`config.mk`:
```
export PLATFORM = sky130hd
export DESIGN_NAME = store_align
export DESIGN_NICKNAME = d
export VERILOG_FILES = /design/src/design/lsu_mem_pkg.sv /design/src/design/store_align.sv
export VERILOG_INCLUDE_DIRS = /design/src /design/src/design
export SDC_FILE = /design/constraint.sdc
export NUM_CORES = 1
export LEC_CHECK = 0
export ABC_AREA = 1
export CAP_MARGIN = 20
export CELL_PAD_IN_SITES_DETAIL_PLACEMENT = 0
export CELL_PAD_IN_SITES_GLOBAL_PLACEMENT = 1
export CORE_UTILIZATION = 35
export DETAILED_ROUTE_END_ITERATION = 10
export DONT_BUFFER_PORTS = 1
export PLACE_DENSITY = 0.95
export SYNTH_ARGS = -nofsm -noshare
export SYNTH_HDL_FRONTEND = slang
export SYNTH_SLANG_ARGS = --single-unit
```
`constraint.sdc`:
```
create_clock -name vclk -period 1.41
set_input_delay 0.282 -clock vclk [all_inputs]
set_output_delay 0.282 -clock vclk [all_outputs]
set_load 0.02 [all_outputs]
```
`src/design/lsu_mem_defs.svh`:
```
//////////////////////////////////////////////////
// Build-time sizes of the data memory subsystem
// Memory bytes, address width, queue depth
//////////////////////////////////////////////////

`ifndef LSU_MEM_DEFS_SVH
`define LSU_MEM_DEFS_SVH

// Memory size in bytes, must be a power of two
`define LSU_MEM_BYTES 4096

// Core byte address width
`define LSU_ADDR_W 32

// Entries in each of the request and response queues
`define LSU_QUEUE_DEPTH 2

`endif

```
`src/design/lsu_mem_pkg.sv`:
```
//////////////////////////////////////////////////
// Shared types of the data memory subsystem
// funct3 codes, request/response, RAM command, tag
//////////////////////////////////////////////////

`include "lsu_mem_defs.svh"

package lsu_mem_pkg;

  localparam int WORD_IDX_W = $clog2(`LSU_MEM_BYTES / 4);  // RAM word index bits
  localparam int QCNT_W     = $clog2(`LSU_QUEUE_DEPTH + 1); // Queue fill/free count bits

  // RV32I load/store funct3, other codes are illegal
  typedef enum logic [2:0] {
    F3_B  = 3'b000,  // LB / SB
    F3_H  = 3'b001,  // LH / SH
    F3_W  = 3'b010,  // LW / SW
    F3_BU = 3'b100,  // LBU
    F3_HU = 3'b101   // LHU
  } mem_funct3_e;

  // Core side request, 68 bits
  typedef struct packed {
    logic [`LSU_ADDR_W-1:0] addr;    // Byte address, unmasked
    logic [31:0]            wdata;   // Store data, low bits used for SB/SH
    mem_funct3_e            funct3;
    logic                   store;   // 1 store, 0 load
  } mem_req_t;

  // Core side response, 33 bits
  typedef struct packed {
    logic [31:0] data;  // Extended load data, zero otherwise
    logic        err;   // Misaligned or illegal funct3
  } mem_rsp_t;

  // One RAM access per cycle
  typedef struct packed {
    logic [WORD_IDX_W-1:0] idx;    // Word index
    logic [31:0]           wdata;  // Data already on its byte lanes
    logic [3:0]            be;     // Byte enables, only with we
    logic                  we;
  } ram_cmd_t;

  // Follows a RAM read by one cycle
  typedef struct packed {
    logic [1:0]  offset;  // Byte offset in the word
    mem_funct3_e funct3;
    logic        err;
    logic        store;
  } load_tag_t;

endpackage

```
`src/design/store_align.sv`:
```
//////////////////////////////////////////////////
// store_align: store data to byte lanes
// Byte enables from size and offset
//////////////////////////////////////////////////

`timescale 1ns/1ps

module store_align (
  input  lsu_mem_pkg::mem_req_t req,
  output logic [31:0]           lanes,
  output logic [3:0]            be
);

  import lsu_mem_pkg::*;

  logic [1:0] offset;

  assign offset = req.addr[1:0];

  // Alignment is checked in lsu_ctrl, here it is assumed legal
  always_comb begin
    case (req.funct3)
      F3_B, F3_BU: begin
        lanes = {4{req.wdata[7:0]}};   // Byte copied to every lane
        be    = 4'b0001 << offset;
      end
      F3_H, F3_HU: begin
        lanes = {2{req.wdata[15:0]}};  // Halfword in both halves
        be    = offset[1] ? 4'b1100 : 4'b0011;
      end
      F3_W: begin
        lanes = req.wdata;
        be    = 4'b1111;
      end
      default: begin
        lanes = req.wdata;
        be    = 4'b0000;  // Illegal size writes nothing
      end
    endcase
  end

endmodule

```
# ---- Yosys cells after proc, flatten, opt, wreduce, memory -nomap -nowiden
# Cells that the tools add are included.
# W data, S select, Z words.
dict set report word_totals {
  reg_bits 0
  in_bits 68
}
dict set report op_classes {
  n_eq_ne 4
  shifts 1
  muxes 3
  n_reduce_logical 3
}
# operator count
set ops {}
lappend ops {{$pmux W32 S2} 1}
lappend ops {{$pmux W4 S3} 1}
lappend ops {{$eq A3 B3 Y1 const B} 2}
lappend ops {{$mux W4} 1}
lappend ops {{$reduce_or A2 Y1} 2}
lappend ops {{$shl A1 B2 Y4 const A} 1}
lappend ops {{$eq A3 B1 Y1 const B} 1}
lappend ops {{$eq A3 B2 Y1 const B} 1}
lappend ops {{$logic_not A3 Y1} 1}

# ---- Logic depth before layout (Yosys ltp)
dict set report logic_depth {
  depth_word 3
  depth_mapped 5
  ltp_nobuf 4
}

# ---- Least setup slack after synthesis
# Ideal clock, no wire load.
dict set report synth_timing {
  path_type {input port to output port}
  startpoint {in req[2] (netlist name)}
  endpoint {out be[0]}
  arrival_time_ps 874
  t_required_ps 1128
  path_slack_ps 254
  stages 5
  n_path_buf 2
  cell_sequence {buf_6 -> nor2_4 -> buf_6 -> nand2_1 -> nand3_1}
}
dict set report synth_via {
  elab_chain_cells 3
}
# element line
set synth_lines {}
lappend synth_lines {{from (decl)} store_align.sv:9} ;# input lsu_mem_pkg::mem_req_t req,
lappend synth_lines {{$eq A3 B1 Y1 (tied with other cells)} store_align.sv:22} ;# case (req.funct3)
lappend synth_lines {{$reduce_or A2 Y1} store_align.sv:22}
lappend synth_lines {{$pmux W4 S3 *} store_align.sv:22}
lappend synth_lines {{to (decl)} store_align.sv:11} ;# output logic [3:0] be
# Mark *: on every way between the ends. The rest lies on a longest branch, timed or not.

# ---- Worst setup path after layout
dict set report layout_timing {
  startpoint {in req[2] (netlist name)}
  endpoint {out lanes[31]}
}
dict set report layout_via {
  elab_chain_cells 3
}
# element line
set layout_lines {}
lappend layout_lines {{$eq A3 B1 Y1 (tied with other cells)} store_align.sv:22}
lappend layout_lines {{$reduce_or A2 Y1} store_align.sv:22}
lappend layout_lines {{$pmux W32 S2 *} store_align.sv:22}
lappend layout_lines {{to (decl)} store_align.sv:10} ;# output logic [31:0] lanes,
# Marked as above.

==> impl_results.md <==
- N_diodes: 0
- Startpoint types: input pin
- Complex-gate fraction of the synthesized area: 7.547%
- Placeable Area: approximately 0.0014 mm2
- Setup crit start: req[2]
- Hold WC Path Type: in2out
- RSZ-0062 raised after global routing: false
- Critical Path Sink Type: primary output
- Reg area: 0 um2
- Slew margin rel.: between 80% and 90%
- Iter 0 DRT Violations: 16
- Vias in the first global route: 366
- Number of port buffers: 0
- Die Span Y: about 41 um
- Sum Neg Setup Slack: 0 ns
- Setup WS post-layout: approximately 0.25 ns
- First-pass GRT wire length: between 1.5 and 2 mm
- Synth area leader: nand2_1
- Leakage: about 0.25 nW
- Top-area cell type share of the netlist area: 37.50%
- Yosys warns: 0
- DRT Wirelength: ~1.3 mm
- Final Setup Violations: 0
- Pwr/cell area: 435.3 mW/mm2
- Initial Utilization: around two fifths
- Dpl ws: between 0.2 and 0.3 ns
- Setup CP Type: in2out
- DRT antenna net count: 0
- Fmax: around 0.86 GHz
- Final Hold Viols: 0
- Syn Inst Count: 109
- Mux cell area share after synthesis: 0%
- Die area: between 0.0015 and 0.002 mm2
- Max-slew violation count: 0
- Total track usage: between 10% and 20%
- Remaining DRCs: 0
- Xor/xnor cell area share of the yosys netlist: 0%
- Worst endpoint required time: ~1.1 ns
- Distinct cell type count after synthesis: 10
- Fin crit period: about 1.2 ns
- Synth Area in Adders: 0%
- Layout cells sized above 1: under 10%
- Crit path max fanout: 27
- Synth-to-Final Area Change: -20.75%
- CTS Hold Buffers Added: 0
- Post-DR wirelength/cell: 12.20 um
- Post_cts resized: 0
- Filler cells: about 170
- End of the critical path: lanes[31]
- Clock buf count: 0
- VDD IR max: roughly 0.00011 V
- Synthesized cell area: 530.5 um2
- Initial antenna violation count: 0
- Row count: 13
- Sequential share of the synthesized area: 0%
- Mapped Nets: approximately 180
- Ports: ~100
- Critical Path AT: 0.87 ns
- Chip width: between 40 and 50 um
- Status: finished clean
- Post-layout nets: around 160
- Max_cap viols: 0
- Sequential cell count: 0
- Simple-gate portion of the synthesized area: about 63%
- Vias per cell: roughly 5.6
- Final period utilization: slightly above 80%
- Worst-Margin Slew: around 0.29 ns
- Postcts setup bufs: 0
- Largest family of logic cells by synthesized area: simple AND/OR/NAND/NOR gates
- Via count: 614
- Largest net degree at the start of global routing: 28
- Fin util: 31.14%
- Gp weighted congestion: 0.6153
- Final HPWL DP: about 1 mm
- Total congestion overflow: 0
- DR pass1 iterations: 4
- Largest cells by area after synthesis: nand2_1 38%, nand3_1 22%, buf_4 13%, buf_6 11%, o21ai_0 7.5%
- Mean post-synth cell area: about 4.9 um2
-- per-layer routing --
metal	vias up	share of wire [%]	track usage [%]
met2	33	50	21.88
met1	272	42	18.59
met3	0	8.3	0.5435
met4	0	0	0
li1	309	-	-
met5	-	0	0
-- worst max-delay path, stage by stage --
cell and delay [ns]:
nor2_4 0.25, nand2_1 0.12, nand3_1 0.22
-- power breakdown --
group          internal (mW)  leakage (nW)  total [mW]  switching [mW]
clock                      0             0           0               0
sequential                 0             0           0               0
combinational         0.0382         0.253       0.183           0.145
total                 0.0382         0.253       0.183           0.145
-- worst min path at each step --
stage / start / endpoint / slack [ns] / cells past startpoint
floorplan: req[4] / lanes[0] / 0.68 / 1
global placement: req[6] / lanes[2] / 0.56 / 0
detailed placement: req[6] / lanes[2] / 0.56 / 0
CTS: req[6] / lanes[2] / 0.56 / 0
global route: req[9] / lanes[5] / 0.56 / 0
finish: req[4] / lanes[0] / 0.56 / 0
-- cells in the final DEF (no fill, tap or decap), drive strengths merged --
cell type,count
nand2,53
o21ai,8
nand3,23
nor2,4
inv,6
-- cells in the mapped netlist --
library cell,number
buf_6,5
nand3_1,23
inv_1,5
o21ai_0,8
nor2_4,1
buf_4,9
nor2_1,3
nand2_1,53
inv_4,1
buf_2,1
-- stage by stage --
stage	cells	instance area, um2	power [mW]	hold WS, ns
final	109	420.4	0.1830	0.5640
after global routing	109	420.4	0.2067	0.5640
after CTS	109	420.4	0.1845	0.5642
after detailed placement	109	420.4	0.1844	0.5642
after global placement	109	420.4	0.1815	0.5642
after floorplan	109	530.5	0.2338	0.6766
-- final cells by class --
cell class / instances / area [um2] / area share, %
multi-input cells: 88 / 376.6 / 89.58
well taps: 15 / 18.77 / 4.464
inverters: 6 / 25.02 / 5.952
-- kinds of logic after synthesis --
| logic type | count (synthesis) |
|---|---|
| simple gates | 80 |
| buf+inv | 21 |
| compound gates | 8 |
Power figures use the tool's default switching activity.
