## config.mk

```make
export PLATFORM = sky130hd
export DESIGN_NAME = lsu_fifo
export DESIGN_NICKNAME = d
export VERILOG_FILES = /design/src/design/lsu_fifo.sv
export SDC_FILE = /design/constraint.sdc
export NUM_CORES = 1
export LEC_CHECK = 0
export ABC_AREA = 1
export BUFFER_PORTS_ARGS = -buffer_cell sky130_fd_sc_hd__buf_4
export CORE_AREA = 2 2 39 41
export CTS_BUF_LIST = sky130_fd_sc_hd__clkbuf_16
export DETAILED_ROUTE_END_ITERATION = 6
export DIE_AREA = 0 0 41 43
export PLACE_DENSITY = 0.46
export SLEW_MARGIN = 40
export SYNTH_ARGS = -nofsm -noshare
export SYNTH_HDL_FRONTEND = slang
export SYNTH_SLANG_ARGS = --single-unit
```

## constraint.sdc

```tcl
create_clock -name clk -period 1.4 [get_ports clk]
set_input_delay 0.21 -clock clk [delete_from_list [all_inputs] [get_ports clk]]
set_output_delay 0.21 -clock clk [all_outputs]
set_load 0.02 [all_outputs]
```

## src/design/lsu_fifo.sv

```systemverilog
//////////////////////////////////////////////////
// lsu_fifo: register-array queue, payload by type
// Used for both request and response streams
//////////////////////////////////////////////////

`timescale 1ns/1ps

module lsu_fifo #(
  parameter type T         = logic,
  parameter int  DEPTH     = 2,
  localparam int CNT_W     = $clog2(DEPTH + 1)
) (
  input  logic             clk,
  input  logic             arst_n,
  input  logic             push,
  input  T                 push_data,
  output logic             full,
  input  logic             pop,
  output T                 pop_data,
  output logic             empty,
  output logic [CNT_W-1:0] free_count
);

  localparam int PTR_W = (DEPTH > 1) ? $clog2(DEPTH) : 1;

  T                 store_q [DEPTH];  // Payload slots
  logic [PTR_W-1:0] wr_ptr;
  logic [PTR_W-1:0] rd_ptr;
  logic [CNT_W-1:0] count;

  assign full       = (count == CNT_W'(DEPTH));
  assign empty      = (count == '0);
  assign free_count = CNT_W'(DEPTH) - count;
  assign pop_data   = store_q[rd_ptr];  // Head visible without a pop

  // Pointers and fill level
  always_ff @(posedge clk or negedge arst_n) begin
    if (!arst_n) begin
      wr_ptr <= '0;
      rd_ptr <= '0;
      count  <= '0;
    end else begin
      if (push) begin
        wr_ptr <= (wr_ptr == PTR_W'(DEPTH - 1)) ? '0 : wr_ptr + 1'b1;
      end
      if (pop) begin
        rd_ptr <= (rd_ptr == PTR_W'(DEPTH - 1)) ? '0 : rd_ptr + 1'b1;
      end
      case ({push, pop})
        2'b10:   count <= count + 1'b1;
        2'b01:   count <= count - 1'b1;
        default: count <= count;  // Idle or push and pop together
      endcase
    end
  end

  // Payload, no reset needed
  always_ff @(posedge clk) begin
    if (push) begin
      store_q[wr_ptr] <= push_data;
    end
  end

  // Producer and consumer must honour full/empty
  a_no_push_full : assert property (@(posedge clk) disable iff (!arst_n) !(push && full))
    else $error("lsu_fifo: push while full");
  a_no_pop_empty : assert property (@(posedge clk) disable iff (!arst_n) !(pop && empty))
    else $error("lsu_fifo: pop while empty");

endmodule

```

==> Yosys cells after proc, flatten, opt, wreduce, memory -nomap -nowiden <==
Memory sizes are Yosys's and may differ from the RTL's.
Index checks and enable logic that the tools add are counted.
{ "word_totals": {"word_cells": 19, "output_inout_bits": 5, "register_bits": 4, "mem_bits_rw": 2, "mem_count": 1, "in_bits": 5} }
{ "mem_list": {"columns": ["name", "depth", "word_bits", "read_ports", "rd_ports_with_merged_regs", "wr", "line_no", "rtl"], "rows": [
  ["store_q", 2, 1, 1, 0, 1, "26", "T store_q [DEPTH];"]
]} }
{ "classes": {"n_mux": 5, "eq_ne": 3, "reduce_logical": 2, "n_addsub": 5} }
{ "ops": {"columns": ["op", "n"], "rows": [
  ["2-bit equality test (second input constant)", 2],
  ["1-bit two-way mux", 4],
  ["2-bit one-hot mux with 2 select lines", 1],
  ["1-bit adder (second input constant)", 2],
  ["2-bit by 1-bit adder with 2-bit output (second input constant)", 1],
  ["2-bit by 1-bit equality test with 1-bit output (second input constant)", 1],
  ["2-bit zero test", 1],
  ["2-bit nonzero test", 1],
  ["2-bit by 1-bit subtractor with 2-bit output (second input constant)", 1],
  ["2-bit subtractor (first input constant)", 1]
]} }

==> Logic depth before layout (Yosys ltp) <==
{ "depth": {"ltp_word": 2, "mapped_depth": 7, "mapped_depth_nobuf": 7} }

==> Worst setup path after synthesis <==
Ideal clock, no wire load.
{ "synth_timing": {"kind": "register -> output", "startpoint": "register rd_ptr", "endpoint": "output port pop_data", "arrival_time_ns": 0.879, "stages_incl_launch_ff": 2, "path_buffers": 0, "t_required_ns": 1.190, "slack_ns": 0.311, "cell_sequence": "dfrtp_1 > o21ai_0"} }
{ "synth_between": {"elab_chain_cells": 1} }
{ "synth_lines": {"columns": ["element", "line_no", "rtl"], "rows": [
  ["start: declaration", "28", "logic [PTR_W-1:0] rd_ptr;"],
  ["start signal: assignment", "47", "rd_ptr <= (rd_ptr == PTR_W'(DEPTH - 1)) ? '0 : rd_ptr + 1'b1;"],
  ["memory read 2 x 1 bit", null, null],
  ["end: declaration", "19", "output T pop_data,"]
]} }
Every way passes these cells.

==> Final worst setup path <==
{ "layout_timing": {"startpoint": "register count[0]", "endpoint": "output port free_count[1]"} }
{ "layout_between": {"elab_chain_cells": 1} }
{ "layout_lines": {"columns": ["element", "line_no", "rtl"], "rows": [
  ["start: declaration", "29", "logic [CNT_W-1:0] count;"],
  ["start signal: assignment", "50", "2'b10: count <= count + 1'b1;"],
  ["start signal: assignment", "51", "2'b01: count <= count - 1'b1;"],
  ["start signal: assignment", "52", "default: count <= count;"],
  ["2-bit subtractor", "33", "assign free_count = CNT_W'(DEPTH) - count;"],
  ["end: declaration", "21", "output logic [CNT_W-1:0] free_count"]
]} }
Every way passes these cells.

==> flow_summary.ini <==
[timing]
tns_ns = 0
finalCritPeriodShare = 0.9598
relSlewSlack = 0.8937
setup-violations-final = 0
post-route-worst-setup-slack_ns = 0.05624
maxSlewViolCount = 0
finalCriticalPeriod_ns = 1.344
hold-worst-slack_ns = 0.1694
hold_viol_final = 0
finClkSkew_ns = 0.002471
worst_pin_slew_ns = 0.1594
fmax_ghz = 0.7442
rsz0062_at_grt = no

[worst_setup_path]
crit_path_max_fanout = 4
critPathKind = reg -> out
critPathLaunchType = flip-flop
path_cells = inv_2 > ha_4 > inv_2 > buf_6
crit_arrival_ns = 1.13
crit_top_cell = inv_2
cp.required_ns = 1.19
critical-path-max-stage-delay_ns = 0.40
r2r_slack_ns = 0.48
crit_slowest_cell = dfrtp_1
end_kind = output pin

[routing]
wire_per_inst_um = 10.03
vias = 236
via_per_inst = 3.933
drc = 0
final_antenna_net_count = 0
drt_iter0_drc = 0
wl_um = 602
drt_pre_antenna_iters = 1

[global_route]
grt_pass1_wl_um = 738
grt.overflow.total = 0
antenna_found_initial = 0
grtUsageTotal = 0.07172
first_global_vias = 190
grt_max_degree = 5

[power]
cellPowerDensity_nw_per_um2 = 2640
seqPwrFrac = 0.238
vdd_ir_drop_max_mv = 0.8884
swShare = 0.3315
p_leak_nw = 0.2556
pwr-share-comb = 0.413
p_int_w = 0.0008834
switchingPower_w = 0.0004381
p_total_w = 0.001321
power_frac_clock = 0.349

[logic_synthesis]
synth_area_sq_um = 311.5
synth.avg_cell_area_sq_um = 10.05
synth.distinct_cells = 14
synth_nets = 39
synth_seq_cells = 6
ys_warn_count = 0
synth_cells = 31
synth_seq_area_share = 0.5141

[die]
fp.dieH_um = 43
num_rows = 14
fp.dieW_um = 41
core-area_sq_um = 1384
io_pins = 10
start_util = 0.2251
dieArea_sq_um = 1763

[place]
gp_congestion = 0.6176
dp_hpwl_um = 405.2
placed_cell_area_sq_um = 391.6
portBuffers = 9
pre_cts_slack_ns = 0.2567

[clock_network]
cts_buffers = 3
root_buffer = clkbuf_16
cts.sinks = 6
cts_buffer_depth = 2
clk_pin_slew_ns = 0.03
cts_tree = done
clock_latency_ns = 0.23
htreeDepth = 1

[layout]
nets = 54
drive_above_1_share = 0.4091
fin_area_sq_um = 500.5
areaGrowthSynthToFinish_pct = 60.64
num_antenna_cells = 0

[run]
maxCapViolCount = 0

[outcome]
status = complete, no violations

[worst_hold_path]
hold_path_class = in -> reg
## power by group through the flow
| stage | clock [W] | sequential (W) | combinational (W) |
|---|---|---|---|
| after floorplan | 0 | 0.000306 | 0.000305 |
| final | 0.000461 | 0.000314 | 0.000546 |
| after CTS | 0.000468 | 0.000314 | 0.000453 |
| after global routing | 0.000481 | 0.000323 | 0.000603 |
| after global placement | 0 | 0.000318 | 0.000442 |
| after detailed placement | 0 | 0.000316 | 0.000446 |
## layout by cell type (no fill, tap or decap), types with 2 or more instances in the layout
cell,n
ha_1,2
edfxtp_1,2
clkbuf_16,3
xor2_1,2
dfrtp_1,4
inv_1,6
nand2_1,5
buf_4,9
inv_2,2
## sequential cells by signal, indices dropped and copies added, names as in the netlist
signal / count
count: 2
rd_ptr: 1
store_q: 2
wr_ptr: 1
## layout make-up
cell class,instances,area [sq um]
Fill cell,137,883.3
Timing Repair Buffer,11,88.84
Tap cell,16,20.02
Sequential cell,6,160.2
Multi-Input combinational cell,16,126.4
Clock buffer,3,75.07
Inverter,8,30.03
## synth_stat cells
| library cell | n | area (sq um) |
|---|---|---|
| nand3_2 | 1 | 10.01 |
| nand2_1 | 5 | 18.77 |
| xnor2_1 | 1 | 8.760 |
| nand2_2 | 1 | 6.260 |
| nor2_1 | 1 | 3.750 |
| buf_4 | 1 | 7.510 |
| inv_2 | 1 | 3.750 |
| o21ai_0 | 1 | 5.000 |
| inv_1 | 7 | 26.28 |
| dfrtp_1 | 4 | 100.1 |
| nand4_1 | 1 | 6.260 |
| ha_1 | 3 | 37.54 |
| xor2_1 | 2 | 17.52 |
| edfxtp_1 | 2 | 60.06 |
## metal layers
layer,up-vias,global-route usage,part of all wire
met5,-,0,0
met4,0,0.1000,0.048
met3,4,0.03665,0.13
met2,11,0.07813,0.41
met1,103,0.07869,0.42
li1,118,-,-
## path summary, 6_finish.rpt
path / startpoint / to / cells after the start
hold reg to reg: wr_ptr / wr_ptr / 1
hold / removal: push_data / store_q[0] / 1
min in group asynchronous: arst_n / count[0] / 2
setup / recovery: count[0] / free_count[1] / 4
max in group asynchronous: arst_n / count[1] / 2
setup reg to reg: count[0] / count[1] / 5
## per-stage QoR
step,instances,utilization
2_1_floorplan,31,-
3_3_place_gp,55,0.2830
3_5_place_dp,55,0.2830
4_1_cts,59,0.3445
5_1_grt,60,0.3617
6_report,60,0.3617
## worst max-delay path: cells and delay by family (launching register included)
kind / cells / cell delay, ns
adders and majority gates: 1 / 0.27
buffers and inverters: 3 / 0.24
DFF: 1 / 0.40
## what timing repair did
action | CTS | global route
endpoints found under the hold margin | 4 | 0
setup buffers | 0 | 1
endpoints found under the setup margin | 0 | 1
resized for setup | 0 | 3
hold buffers | 1 | 0
## logic make-up after synthesis
| logic type | Yosys count | share of synthesized area |
|---|---|---|
| buf+inv | 9 | 0.1205 |
| flops | 6 | 0.5141 |
| xor+xnor | 3 | 0.08435 |
| simple gates | 9 | 0.1446 |
| fa+ha+maj | 3 | 0.1205 |
| compound gates | 1 | 0.01605 |
Power figures use the tool's default switching activity.
