[config.mk]
export PLATFORM = sky130hd
export DESIGN_NAME = load_extract
export DESIGN_NICKNAME = d
export VERILOG_FILES = /design/src/design/lsu_mem_pkg.sv /design/src/design/load_extract.sv
export VERILOG_INCLUDE_DIRS = /design/src /design/src/design
export SDC_FILE = /design/constraint.sdc
export NUM_CORES = 1
export LEC_CHECK = 0
export ABC_AREA = 1
export BUFFER_PORTS_ARGS = -buffer_cell sky130_fd_sc_hd__buf_2
export CAP_MARGIN = 10
export CORE_MARGIN = 2
export CORE_UTILIZATION = 35
export DETAILED_ROUTE_END_ITERATION = 10
export PLACE_DENSITY = 0.66
export SETUP_SLACK_MARGIN = 0.02
export SYNTH_ARGS = -nofsm -noshare
export SYNTH_HDL_FRONTEND = slang
export SYNTH_SLANG_ARGS = --single-unit
[constraint.sdc]
create_clock -name vclk -period 1
set_input_delay 0.1 -clock vclk [all_inputs]
set_output_delay 0.1 -clock vclk [all_outputs]
set_load 0.02 [all_outputs]
[src/design/lsu_mem_defs.svh]
//////////////////////////////////////////////////
// Build-time sizes of the data memory subsystem
// Memory bytes, address width, queue depth
//////////////////////////////////////////////////

`ifndef LSU_MEM_DEFS_SVH
`define LSU_MEM_DEFS_SVH

// Memory size in bytes, must be a power of two
`define LSU_MEM_BYTES 4096

// Core byte address width
`define LSU_ADDR_W 32

// Entries in each of the request and response queues
`define LSU_QUEUE_DEPTH 2

`endif

[src/design/lsu_mem_pkg.sv]
//////////////////////////////////////////////////
// Shared types of the data memory subsystem
// funct3 codes, request/response, RAM command, tag
//////////////////////////////////////////////////

`include "lsu_mem_defs.svh"

package lsu_mem_pkg;

  localparam int WORD_IDX_W = $clog2(`LSU_MEM_BYTES / 4);  // RAM word index bits
  localparam int QCNT_W     = $clog2(`LSU_QUEUE_DEPTH + 1); // Queue fill/free count bits

  // RV32I load/store funct3, other codes are illegal
  typedef enum logic [2:0] {
    F3_B  = 3'b000,  // LB / SB
    F3_H  = 3'b001,  // LH / SH
    F3_W  = 3'b010,  // LW / SW
    F3_BU = 3'b100,  // LBU
    F3_HU = 3'b101   // LHU
  } mem_funct3_e;

  // Core side request, 68 bits
  typedef struct packed {
    logic [`LSU_ADDR_W-1:0] addr;    // Byte address, unmasked
    logic [31:0]            wdata;   // Store data, low bits used for SB/SH
    mem_funct3_e            funct3;
    logic                   store;   // 1 store, 0 load
  } mem_req_t;

  // Core side response, 33 bits
  typedef struct packed {
    logic [31:0] data;  // Extended load data, zero otherwise
    logic        err;   // Misaligned or illegal funct3
  } mem_rsp_t;

  // One RAM access per cycle
  typedef struct packed {
    logic [WORD_IDX_W-1:0] idx;    // Word index
    logic [31:0]           wdata;  // Data already on its byte lanes
    logic [3:0]            be;     // Byte enables, only with we
    logic                  we;
  } ram_cmd_t;

  // Follows a RAM read by one cycle
  typedef struct packed {
    logic [1:0]  offset;  // Byte offset in the word
    mem_funct3_e funct3;
    logic        err;
    logic        store;
  } load_tag_t;

endpackage

[src/design/load_extract.sv]
//////////////////////////////////////////////////
// load_extract: lane select and sign/zero extend
// Zero for stores and errored accesses
//////////////////////////////////////////////////

`timescale 1ns/1ps

module load_extract (
  input  logic [31:0]            word,
  input  lsu_mem_pkg::load_tag_t tag,
  output logic [31:0]            data
);

  import lsu_mem_pkg::*;

  logic [7:0]  lane_b;
  logic [15:0] lane_h;

  // Addressed byte and halfword from the RAM word
  always_comb begin
    case (tag.offset)
      2'd0:    lane_b = word[7:0];
      2'd1:    lane_b = word[15:8];
      2'd2:    lane_b = word[23:16];
      default: lane_b = word[31:24];
    endcase
    lane_h = tag.offset[1] ? word[31:16] : word[15:0];  // Offset 0 or 2 only
  end

  always_comb begin
    if (tag.err || tag.store) begin
      data = 32'h0;  // Ack or error carries no data
    end else begin
      case (tag.funct3)
        F3_B:    data = {{24{lane_b[7]}}, lane_b};
        F3_H:    data = {{16{lane_h[15]}}, lane_h};
        F3_W:    data = word;
        F3_BU:   data = {24'h0, lane_b};
        F3_HU:   data = {16'h0, lane_h};
        default: data = 32'h0;
      endcase
    end
  end

endmodule

**Word level (Yosys, flattened, before mapping)**

Cells that the tools add are included.

- Output and inout bits: 32
- Bits of input ports: 39
- Logic and storage cells: 13
- Bits in registers: 0

- Equality and inequality tests: 6
- Reductions and logical operators: 3
- Muxes and demuxes: 4

Operator list:

| kind | count |
|---|---|
| 32-bit one-hot mux with 5 select lines | 1 |
| 32-bit two-way mux | 1 |
| 8-bit one-hot mux with 3 select lines | 1 |
| 16-bit two-way mux | 1 |
| 3-bit equality test (second input constant) | 2 |
| 3-bit by 1-bit equality test with 1-bit output (second input constant) | 1 |
| 3-bit by 2-bit equality test with 1-bit output (second input constant) | 1 |
| 3-bit logical NOT | 1 |
| 2-bit by 1-bit equality test with 1-bit output (second input constant) | 1 |
| 2-bit equality test (second input constant) | 1 |
| 2-bit logical NOT | 1 |
| 1-bit logical OR | 1 |

**Depth between registers and ports, before layout**

- Word-level depth: 4
- Gate-level depth with buffers: 8
- Mapped depth without buffers: 7

**Worst setup path before layout**

Ideal clock, no wire load.

- Path kind: input -> output
- Start: in tag[3] in the netlist's numbering
- End: out data[11]
- Buffers on the path: 2
- Stages on the path: 7
- Required time: 900 ps
- Arrival: 1168 ps
- Path slack: -268 ps
- Cells stage by stage: buf_6 > nor2_2 > inv_2 > nor2_2 > nand3_2 > buf_4 > a21oi_1

- Cells in the longest elaborated chain, start to end: 3
- Elaborated cells between the ends (all ways): 7
- Classes of those cells: 4 x eq/ne; 2 x mux; 1 x reduce/logical

Ends and longest elaborated chain:

| element | line | text |
|---|---|---|
| from (decl) | load_extract.sv:10 | `input lsu_mem_pkg::load_tag_t tag,` |
| 3-bit equality test, or another cell as far along | load_extract.sv:34 | `case (tag.funct3)` |
| 32-bit one-hot mux with 5 select lines * | load_extract.sv:34 |  |
| 32-bit two-way mux * | load_extract.sv:31 | `if (tag.err \|\| tag.store) begin` |
| to (decl) | load_extract.sv:11 | `output logic [31:0] data` |

Mark *: on every way between the ends. The rest lies on a longest branch, timed or not.

**Worst setup path after layout**

- Start: in tag[2] in the netlist's numbering
- End: out data[20]

The elaborated chain is that of the path after synthesis.

==> summary.txt <==
Floorplan
  – Initial Util: 0.3626
  – Die width: 62.80 um
  – Die Y: 62.80 um
  – Core Area: 3337 um2
  – Ports: 71
  – # rows: 21
  – Die ar.: 3943 um2

Detailed routing
  – Final WL: 6412 um
  – Vias per inst: 5.345
  – Post-DRT Antenna Nets: 0
  – WL per Instance: 15.79 um
  – DRC: 0
  – DR iter-0 viols: 195
  – Vias post-DR: 2170
  – Drt first pass iters: 5

Critical path
  – WP data arrival: 1.15 ns
  – Crit start category: input pin
  – Required time of the critical path: 0.90 ns
  – Crit path capture type: output pin
  – Critical path class: input pin to output pin
  – Worst-path fanout max: 8

Timing
  – TNS Setup: -6.287 ns
  – RSZ-0062 raised after global routing: true
  – Final WS setup: -0.2459 ns
  – Setup violators final: 32
  – Final Hold Fails: 0
  – Minimum clock period: 1.246 ns
  – Peak Freq: 0.8027 GHz
  – Worst-Margin Slew: 0.2419 ns
  – Final Max Slew Viols: 0
  – Final period util: 1.246
  – Slew headroom: 0.8381

Worst hold path
  – Worst Hold Endpoint: data[7]
  – Hold Path Stages: 6
  – Min-delay worst type: input pin to output pin
  – Hold Crit Start: word[7]

Power
  – PD cells: 400.6 nW/um2
  – Worst VDD drop: 344.8 uV
  – Overall Power: 1.158 mW
  – Leakage: 1.348 nW

Global routing
  – Total GRT Usage: 0.2871
  – GRT Residual Overflow: 0
  – M3 GR Usage: 0.01622
  – Global-route wire length before repair: 9321 um
  – Global routing's busiest layer: met2
  – Grt met1 use: 0.3370
  – Vias in the first global route: 2034
  – Initial antenna violation count: 0
  – Met2 Use GR: 0.5565
  – Largest net degree at the start of global routing: 15

Logic synthesis
  – Syn. warnings: 0
  – Mapped Cells: 262
  – Syn_area_per_cell: 4.618 um2
  – Mapped cell area: 1210 um2
  – Sequential-to-total area share from yosys stat: 0
  – Synth Net Count: 301
  – Synth cell types: 19

Outcome
  – Violated checks: negative setup slack
  – Status: finished with violations

Cells and area
  – Finished Cell Area: 2890 um2
  – # clk buffers: 0
  – Area growth, synth to finish: 138.9%
  – Seq cells: 0
  – Number of diodes: 0
  – # fillers: 195
  – Multi-input logic area: 1518 um2
  – Final Non-Filler Cells: 406
  – Layout cells sized above 1: 0.5972
  – FF/Latch Area: 0 um2
  – NumNets Final: 401

Placed design
  – Placed Area: 2146 um2
  – Dpl cells: 392
  – IO Port Bufs: 71
  – GPL Wtd Cong: 0.9093
  – HPWL Detailed: 3643 um

Job
  – Number of max-cap violations: 0
## Yosys cell counts
library cell,n,area [um2]
buf_1,1,3.750
nand2_1,81,304.0
inv_1,41,153.9
buf_6,2,22.52
nand2_4,1,11.26
clkbuf_1,5,18.77
o21ai_0,10,50.05
buf_2,3,15.01
a21oi_2,10,87.58
nor2_4,1,11.26
nor2_2,2,12.51
nor2_8,2,40.04
buf_4,3,22.52
nand3_2,1,10.01
a21oi_1,28,140.1
nand3_1,30,150.1
inv_2,6,22.52
or2_2,1,6.260
nor2_1,34,127.6
## area by class of cell
cell class                 instances  area share
multi-input combinational        202      0.5251
timing repair buffer             111      0.3844
inverter                          47     0.07056
tap                               46     0.01991
## how the worst max path moves through the flow
| stage | startpoint | to | cells past startpoint |
|---|---|---|---|
| 5_1_grt | tag[2] | data[10] | 8 |
| 6_report | tag[2] | data[20] | 8 |
| 2_1_floorplan | tag[3] | data[11] | 7 |
| 4_1_cts | tag[2] | data[9] | 8 |
| 3_5_place_dp | tag[6] | data[5] | 8 |
| 3_3_place_gp | tag[6] | data[4] | 8 |
## cells in the final DEF (no fill, tap or decap), types with 9 or more instances in the layout
cell / instances
nand2_2: 10
nand2_1: 67
buf_6: 40
nor2_4: 10
nor2_2: 12
nand3_1: 21
inv_1: 33
nand3_2: 9
buf_4: 20
buf_12: 13
buf_2: 34
nor2_1: 16
inv_2: 9
a21oi_4: 33
## timing repair
item                                    4_1_cts  5_1_grt
gates resized for setup                     152       24
pin swaps                                    23       13
endpoints found under the setup margin       32       32
gates cloned                                  1        2
setup buffers                                11        1
hold buffers                                  0        0
## report_power, final
part	switching, mW	internal (mW)
logic	0.657	0.501
clock network	0	0
registers	0	0
total	0.657	0.501
## layer usage
| layer | up-vias | wire length [um] |
|---|---|---|
| met2 | 120 | 3362 |
| met5 | - | 0 |
| li1 | 1014 | - |
| met4 | 0 | 203 |
| met1 | 1008 | 2423 |
| met3 | 28 | 423 |
## critical path, cell delays in order
cell	delay, ns
buf_8	0.11
nor2_4	0.16
nand2_4	0.09
buf_6	0.15
nor2_1	0.21
nor2_4	0.08
a21oi_4	0.12
buf_6	0.13
## through the flow
stage | hold slack [ns] | worst slack [ns] | utilization
2_1_floorplan | 0.4083 | -0.1049 | -
3_3_place_gp | 0.6788 | -0.3046 | 0.6430
3_5_place_dp | 0.6805 | -0.3021 | 0.6430
4_1_cts | 0.6472 | -0.1824 | 0.8286
5_1_grt | 0.6883 | -0.2663 | 0.8661
6_report | 0.6445 | -0.2459 | 0.8661
## kinds of logic after synthesis
family          count (synthesis)  synth area share
compound gates                 48            0.2296
simple gates                  153            0.5564
buf+inv                        61            0.2141
(Power assumes the default switching activity.)
