===== config.mk =====
export PLATFORM = sky130hd
export DESIGN_NAME = lsu_ctrl
export DESIGN_NICKNAME = d
export VERILOG_FILES = /design/src/design/lsu_mem_pkg.sv /design/src/design/lsu_ctrl.sv
export VERILOG_INCLUDE_DIRS = /design/src /design/src/design
export SDC_FILE = /design/constraint.sdc
export NUM_CORES = 1
export LEC_CHECK = 0
export BUFFER_PORTS_ARGS = -buffer_cell sky130_fd_sc_hd__clkbuf_2
export CAP_MARGIN = 20
export CORE_AREA = 2 2 117 119
export CTS_CLUSTER_SIZE = 10
export DETAILED_ROUTE_END_ITERATION = 6
export DIE_AREA = 0 0 119 121
export PLACE_DENSITY_LB_ADDON = 0.15
export SLEW_MARGIN = 20
export SYNTH_ARGS = -nofsm -noshare
export SYNTH_HDL_FRONTEND = slang
export SYNTH_SLANG_ARGS = --single-unit

===== constraint.sdc =====
create_clock -name clk -period 2.06 [get_ports clk]
set_input_delay 0.103 -clock clk [delete_from_list [all_inputs] [get_ports clk]]
set_output_delay 0.103 -clock clk [all_outputs]
set_load 0.05 [all_outputs]

===== src/design/lsu_mem_defs.svh =====
//////////////////////////////////////////////////
// Build-time sizes of the data memory subsystem
// Memory bytes, address width, queue depth
//////////////////////////////////////////////////

`ifndef LSU_MEM_DEFS_SVH
`define LSU_MEM_DEFS_SVH

// Memory size in bytes, must be a power of two
`define LSU_MEM_BYTES 4096

// Core byte address width
`define LSU_ADDR_W 32

// Entries in each of the request and response queues
`define LSU_QUEUE_DEPTH 2

`endif


===== src/design/lsu_mem_pkg.sv =====
//////////////////////////////////////////////////
// Shared types of the data memory subsystem
// funct3 codes, request/response, RAM command, tag
//////////////////////////////////////////////////

`include "lsu_mem_defs.svh"

package lsu_mem_pkg;

  localparam int WORD_IDX_W = $clog2(`LSU_MEM_BYTES / 4);  // RAM word index bits
  localparam int QCNT_W     = $clog2(`LSU_QUEUE_DEPTH + 1); // Queue fill/free count bits

  // RV32I load/store funct3, other codes are illegal
  typedef enum logic [2:0] {
    F3_B  = 3'b000,  // LB / SB
    F3_H  = 3'b001,  // LH / SH
    F3_W  = 3'b010,  // LW / SW
    F3_BU = 3'b100,  // LBU
    F3_HU = 3'b101   // LHU
  } mem_funct3_e;

  // Core side request, 68 bits
  typedef struct packed {
    logic [`LSU_ADDR_W-1:0] addr;    // Byte address, unmasked
    logic [31:0]            wdata;   // Store data, low bits used for SB/SH
    mem_funct3_e            funct3;
    logic                   store;   // 1 store, 0 load
  } mem_req_t;

  // Core side response, 33 bits
  typedef struct packed {
    logic [31:0] data;  // Extended load data, zero otherwise
    logic        err;   // Misaligned or illegal funct3
  } mem_rsp_t;

  // One RAM access per cycle
  typedef struct packed {
    logic [WORD_IDX_W-1:0] idx;    // Word index
    logic [31:0]           wdata;  // Data already on its byte lanes
    logic [3:0]            be;     // Byte enables, only with we
    logic                  we;
  } ram_cmd_t;

  // Follows a RAM read by one cycle
  typedef struct packed {
    logic [1:0]  offset;  // Byte offset in the word
    mem_funct3_e funct3;
    logic        err;
    logic        store;
  } load_tag_t;

endpackage


===== src/design/lsu_ctrl.sv =====
//////////////////////////////////////////////////
// lsu_ctrl: request check and RAM issue
// Credit against response queue, one tag stage
//////////////////////////////////////////////////

`timescale 1ns/1ps
`include "lsu_mem_defs.svh"

module lsu_ctrl (
  input  logic                              clk,
  input  logic                              arst_n,
  input  lsu_mem_pkg::mem_req_t             req_data,
  input  logic                              req_empty,
  output logic                              req_pop,
  input  logic [lsu_mem_pkg::QCNT_W-1:0]    rsp_free,
  output logic                              rsp_push,
  output lsu_mem_pkg::mem_rsp_t             rsp_data,
  output lsu_mem_pkg::mem_req_t             st_req,
  input  logic [31:0]                       st_lanes,
  input  logic [3:0]                        st_be,
  output lsu_mem_pkg::ram_cmd_t             ram_cmd,
  output lsu_mem_pkg::load_tag_t            ld_tag,
  input  logic [31:0]                       ld_data
);

  import lsu_mem_pkg::*;

  localparam logic [`LSU_ADDR_W-1:0] ADDR_MASK = `LSU_MEM_BYTES - 1;

  logic [`LSU_ADDR_W-1:0] masked_addr;
  logic                   acc_err;     // Misaligned or bad funct3
  logic                   do_write;
  logic [QCNT_W-1:0]      inflight_q;  // Popped, response not yet pushed

  assign masked_addr = req_data.addr & ADDR_MASK;  // Wrap onto RAM size

  // Alignment and funct3 legality
  always_comb begin
    case (req_data.funct3)
      F3_B:    acc_err = 1'b0;
      F3_H:    acc_err = req_data.addr[0];
      F3_W:    acc_err = |req_data.addr[1:0];
      F3_BU:   acc_err = req_data.store;                     // No unsigned stores
      F3_HU:   acc_err = req_data.store || req_data.addr[0];
      default: acc_err = 1'b1;
    endcase
  end

  // Pop only with a guaranteed response slot next cycle
  assign req_pop  = !req_empty && (rsp_free > inflight_q);
  assign do_write = req_pop && req_data.store && !acc_err;

  // Store path sees the masked address
  always_comb begin
    st_req      = req_data;
    st_req.addr = masked_addr;
  end

  // RAM command, a read whenever we is low
  always_comb begin
    ram_cmd.idx   = masked_addr[WORD_IDX_W+1:2];
    ram_cmd.wdata = st_lanes;
    ram_cmd.we    = do_write;
    ram_cmd.be    = do_write ? st_be : 4'b0000;  // Error leaves RAM alone
  end

  // Tag lines up with the registered RAM read
  always_ff @(posedge clk) begin
    if (req_pop) begin
      ld_tag <= '{offset: masked_addr[1:0],
                  funct3: req_data.funct3,
                  err:    acc_err,
                  store:  req_data.store};
    end
  end

  // In-flight credit, each pop is pushed exactly one cycle later
  always_ff @(posedge clk or negedge arst_n) begin
    if (!arst_n) begin
      inflight_q <= '0;
    end else begin
      case ({req_pop, rsp_push})
        2'b10:   inflight_q <= inflight_q + 1'b1;
        2'b01:   inflight_q <= inflight_q - 1'b1;
        default: inflight_q <= inflight_q;
      endcase
    end
  end

  assign rsp_push = (inflight_q != '0);
  assign rsp_data = '{data: ld_data, err: ld_tag.err};  // ld_data already zero on err/store

  // Credit must cover every push into the response queue
  a_push_has_room : assert property (@(posedge clk) disable iff (!arst_n)
    rsp_push |-> (rsp_free != '0))
    else $error("lsu_ctrl: response push without free slot");

endmodule


### Word level (Yosys, flattened, before mapping)

Cells that the tools add are included.

* add/sub/neg operators: 2
* $lt $le $gt $ge: 1
* eq/ne operators: 6
* multiplexer cells: 3
* reduce and logical (&&, ||, !) cells: 10

Operator list (count)
* $eq 3x3->1 const B: 2
* $pmux 1 s5: 1
* $mux 4: 1
* $pmux 2 s2: 1
* $reduce_bool 2->1: 2
* $eq 3x1->1 const B: 1
* $eq 3x2->1 const B: 1
* $logic_and 1x1->1: 3
* $logic_not 3->1: 1
* $add 2x1->2 const B: 1
* $eq 2x1->1 const B: 1
* $eq 2x2->1 const B: 1
* $gt 2x2->1: 1
* $logic_not 1->1: 2
* $reduce_or 2->1: 1
* $sub 2x1->2 const B: 1
* $logic_or 1x1->1: 1

* flip-flop bits (word level): 9
* input bits: 141
* output and inout port bits: 157
* word-level logic and storage cells: 27

### Longest topological paths before layout

* depth in word-level cells: 5
* mapped depth: 8
* gate-level depth less buffers: 8

### Worst setup path before layout

Ideal clock, no wire load.

* path kind: flip-flop to output port
* start point: register inflight_q[0]
* end point: output port ram_cmd[1] (netlist name)
* arrival time: 2.065 ns
* required time: 1.957 ns
* slack: -0.108 ns
* cell stages (with the launch flop): 5
* path buffers: 0
* cells stage by stage: dfrtp_1 -> ha_1 -> a21oi_1 -> o21ai_2 -> nor3_1

RTL lines
* start: declaration: line lsu_ctrl.sv:33 `logic [QCNT_W-1:0] inflight_q;`
* start signal: assignment: line lsu_ctrl.sv:83 `2'b10: inflight_q <= inflight_q + 1'b1;`
* start signal: assignment: line lsu_ctrl.sv:84 `2'b01: inflight_q <= inflight_q - 1'b1;`
* start signal: assignment: line lsu_ctrl.sv:85 `default: inflight_q <= inflight_q;`
* end: declaration: line lsu_ctrl.sv:21 `output lsu_mem_pkg::ram_cmd_t ram_cmd,`

==> results.json <==
{
  "status": "completed",
  "htree_levels": 1,
  "setup_viol": 0,
  "dr.pass1.iters": 3,
  "grt_max_degree": 9,
  "wire_per_inst_um": 10.6,
  "synthToLayoutAreaGrowth_pct": -33.0,
  "peakVddDrop_mv": 0.257,
  "cp_max_fo": 7,
  "dp.final_hpwl_mm": 2.46,
  "insertion_delay_ps": 230,
  "multi_input_comb_area_um2": 267,
  "crit_arrival_ps": 1820,
  "end_kind": "output port",
  "syn_area_um2": 1540,
  "io_buffers": 35,
  "fmax_mhz": 521,
  "path_clk_slew_ps": 40,
  "gp_congestion": 0.600,
  "postCtsSetupRepairBufs": 0,
  "synth_cell_types": 18,
  "clock-sinks": 9,
  "crit_required_ps": 1960,
  "ios": 298,
  "clk_path_buf_depth": 2,
  "path_class": "reg -> out",
  "coreArea_um2": 13100,
  "cts_root_buffer": "clkbuf_16",
  "min_path_type": "in -> reg",
  "slew_viol_final": 0,
  "ff_latch_area_um2": 260,
  "cts_tree": "built",
  "cp-start-kind": "register",
  "cts_buffers": 3,
  "power.density_nw_per_um2": 1250,
  "drive_above_1_share": 0.469,
  "num-nets-final": 241,
  "syn_area_per_cell_um2": 8.56,
  "drt_wl_total_mm": 2.88,
  "final_hold_viol_count": 0,
  "vias_per_cell": 2.17,
  "fin_cells": 272,
  "grt_pass1_wl_mm": 3.82,
  "die-area_um2": 14400,
  "drc": 0,
  "final_util": 0.0789,
  "dp.cells": 267,
  "grt_antenna_before_repair": 0,
  "finalClockSkew_ps": 2.18,
  "yosysWarningCount": 0,
  "grt_use_total": 0.0369,
  "drt_iter0_markers": 11,
  "synth_seq_cells": 9,
  "leakagePower_uw": 0.000427,
  "period_share": 0.932,
  "min_period_ps": 1920,
  "ys_seq_area_frac": 0.169,
  "fill_cells": 1524,
  "fp-row-count": 42,
  "vias": 590,
  "die_y_um": 121,
  "syn_inst": 180,
  "grt_pass1_vias": 561,
  "ant_nets": 0,
  "die_x_um": 119,
  "rsz0062_at_grt": "yes",
  "start_util": 0.118,
  "diodes": 0,
  "maxCapViolCount": 0,
  "overflow": 0
}
[registers in the layout (all words and copies together), names as in the netlist]
signal	cells
ld_tag	7
inflight_q	2
[cell usage after synthesis, drive strengths merged]
library cell	n	area share
conb	1	0.0024
xnor2	3	0.017
nor4	1	0.014
or2	1	0.0041
o21ai	1	0.0057
nor3b	1	0.0081
a221oi	1	0.0097
dfrtp	2	0.032
ha	3	0.024
nand2	4	0.0097
nor2b	1	0.0041
edfxtp	7	0.14
nor2	2	0.0065
a21oi	1	0.0032
nor3	4	0.013
buf	144	0.70
inv	3	0.0073
[timing repair]
action	in CTS	in global routing
gates resized for setup	0	3
endpoints found under the setup margin	0	2
hold buffers	1	0
endpoints found under the hold margin	2	0
[report_power, final]
part | internal (µW) | switching [µW] | total [µW] | leakage, µW
Sequential | 265 | 26.2 | 291 | 0.0000882
Clock | 258 | 81.2 | 340 | 0.0000382
Combinational | 175 | 480 | 655 | 0.000301
[cells by family after synthesis]
kind of cell,share of synthesized area
buf+inv,0.709
simple gates,0.0593
flops,0.169
compound gates,0.0187
xor+xnor,0.0171
fa+ha+maj,0.0244
other cells,0.00243
[final timing paths]
| check | startpoint | to | slack, ps | depth (start not counted) |
|---|---|---|---|---|
| max in group asynchronous | arst_n | inflight_q[0]$_DFFE_PN0P_ | 1750 | 2 |
| min reg2reg | inflight_q[0]$_DFFE_PN0P_ | inflight_q[0]$_DFFE_PN0P_ | 560 | 1 |
| min | req_data[2] | ld_tag[3]$_DFFE_PP_ | 100 | 1 |
| max | inflight_q[0]$_DFFE_PN0P_ | ram_cmd[2] | 140 | 5 |
| min in group asynchronous | arst_n | inflight_q[1]$_DFFE_PN0P_ | 220 | 2 |
| max reg2reg | inflight_q[0]$_DFFE_PN0P_ | inflight_q[1]$_DFFE_PN0P_ | 270 | 6 |
[final cells by class]
cell class	count	share of cell area
multi-input cells	43	0.258
flip-flops and latches	9	0.252
well taps	176	0.213
repair buffers	37	0.189
clock buffers	4	0.0764
inverters	3	0.0109
[worst max-delay path, cell delays in order, from the launching register on]
cell	delay (ps)
dfrtp_1	420
ha_1	290
a21oi_1	230
o21ai_4	140
nor3_1	190
clkbuf_2	300
[per-stage QoR]
stage	worst slack (ps)	area [µm²]	hold WS, ps	total power (µW)	TNS, ps
2_1_floorplan	-108	1610	-193	1450	-433
3_3_place_gp	196	933	-109	952	0
3_5_place_dp	224	933	-110	940	0
4_1_cts	92.9	1020	103	1290	0
5_1_grt	-7.62	1030	106	1370	-10.0
6_report	140	1030	103	1290	0
[cell usage in the layout, fill, tap and decap left out]
cell / synthesis / routed
nor3_1: 4 / 4
nor3b_2: 1 / 1
inv_1: 3 / 3
conb_1: 1 / 20
nor2_2: 1 / 1
nor2_1: 1 / 1
clkbuf_4: 0 / 1
clkbuf_2: 0 / 34
xnor2_1: 3 / 3
nand2_1: 4 / 4
edfxtp_1: 7 / 7
dlygate4sd3_1: 0 / 1
or2_2: 1 / 1
clkbuf_16: 0 / 3
ha_1: 3 / 3
buf_4: 144 / 1
nor2b_1: 1 / 1
a221oi_2: 1 / 1
clkbuf_1: 0 / 1
a21oi_1: 1 / 1
dfrtp_1: 2 / 2
o21ai_4: 0 / 1
nor4_4: 1 / 1
[metal layers]
metal	part of all wire	GRT usage	vias up
li1	-	-	229
met3	0.31	0.0536	41
met5	0	0	-
met1	0.24	0.0240	229
met4	0.12	0.0521	0
met2	0.33	0.0366	91
Note: power is estimated with default switching activity, not from simulation.
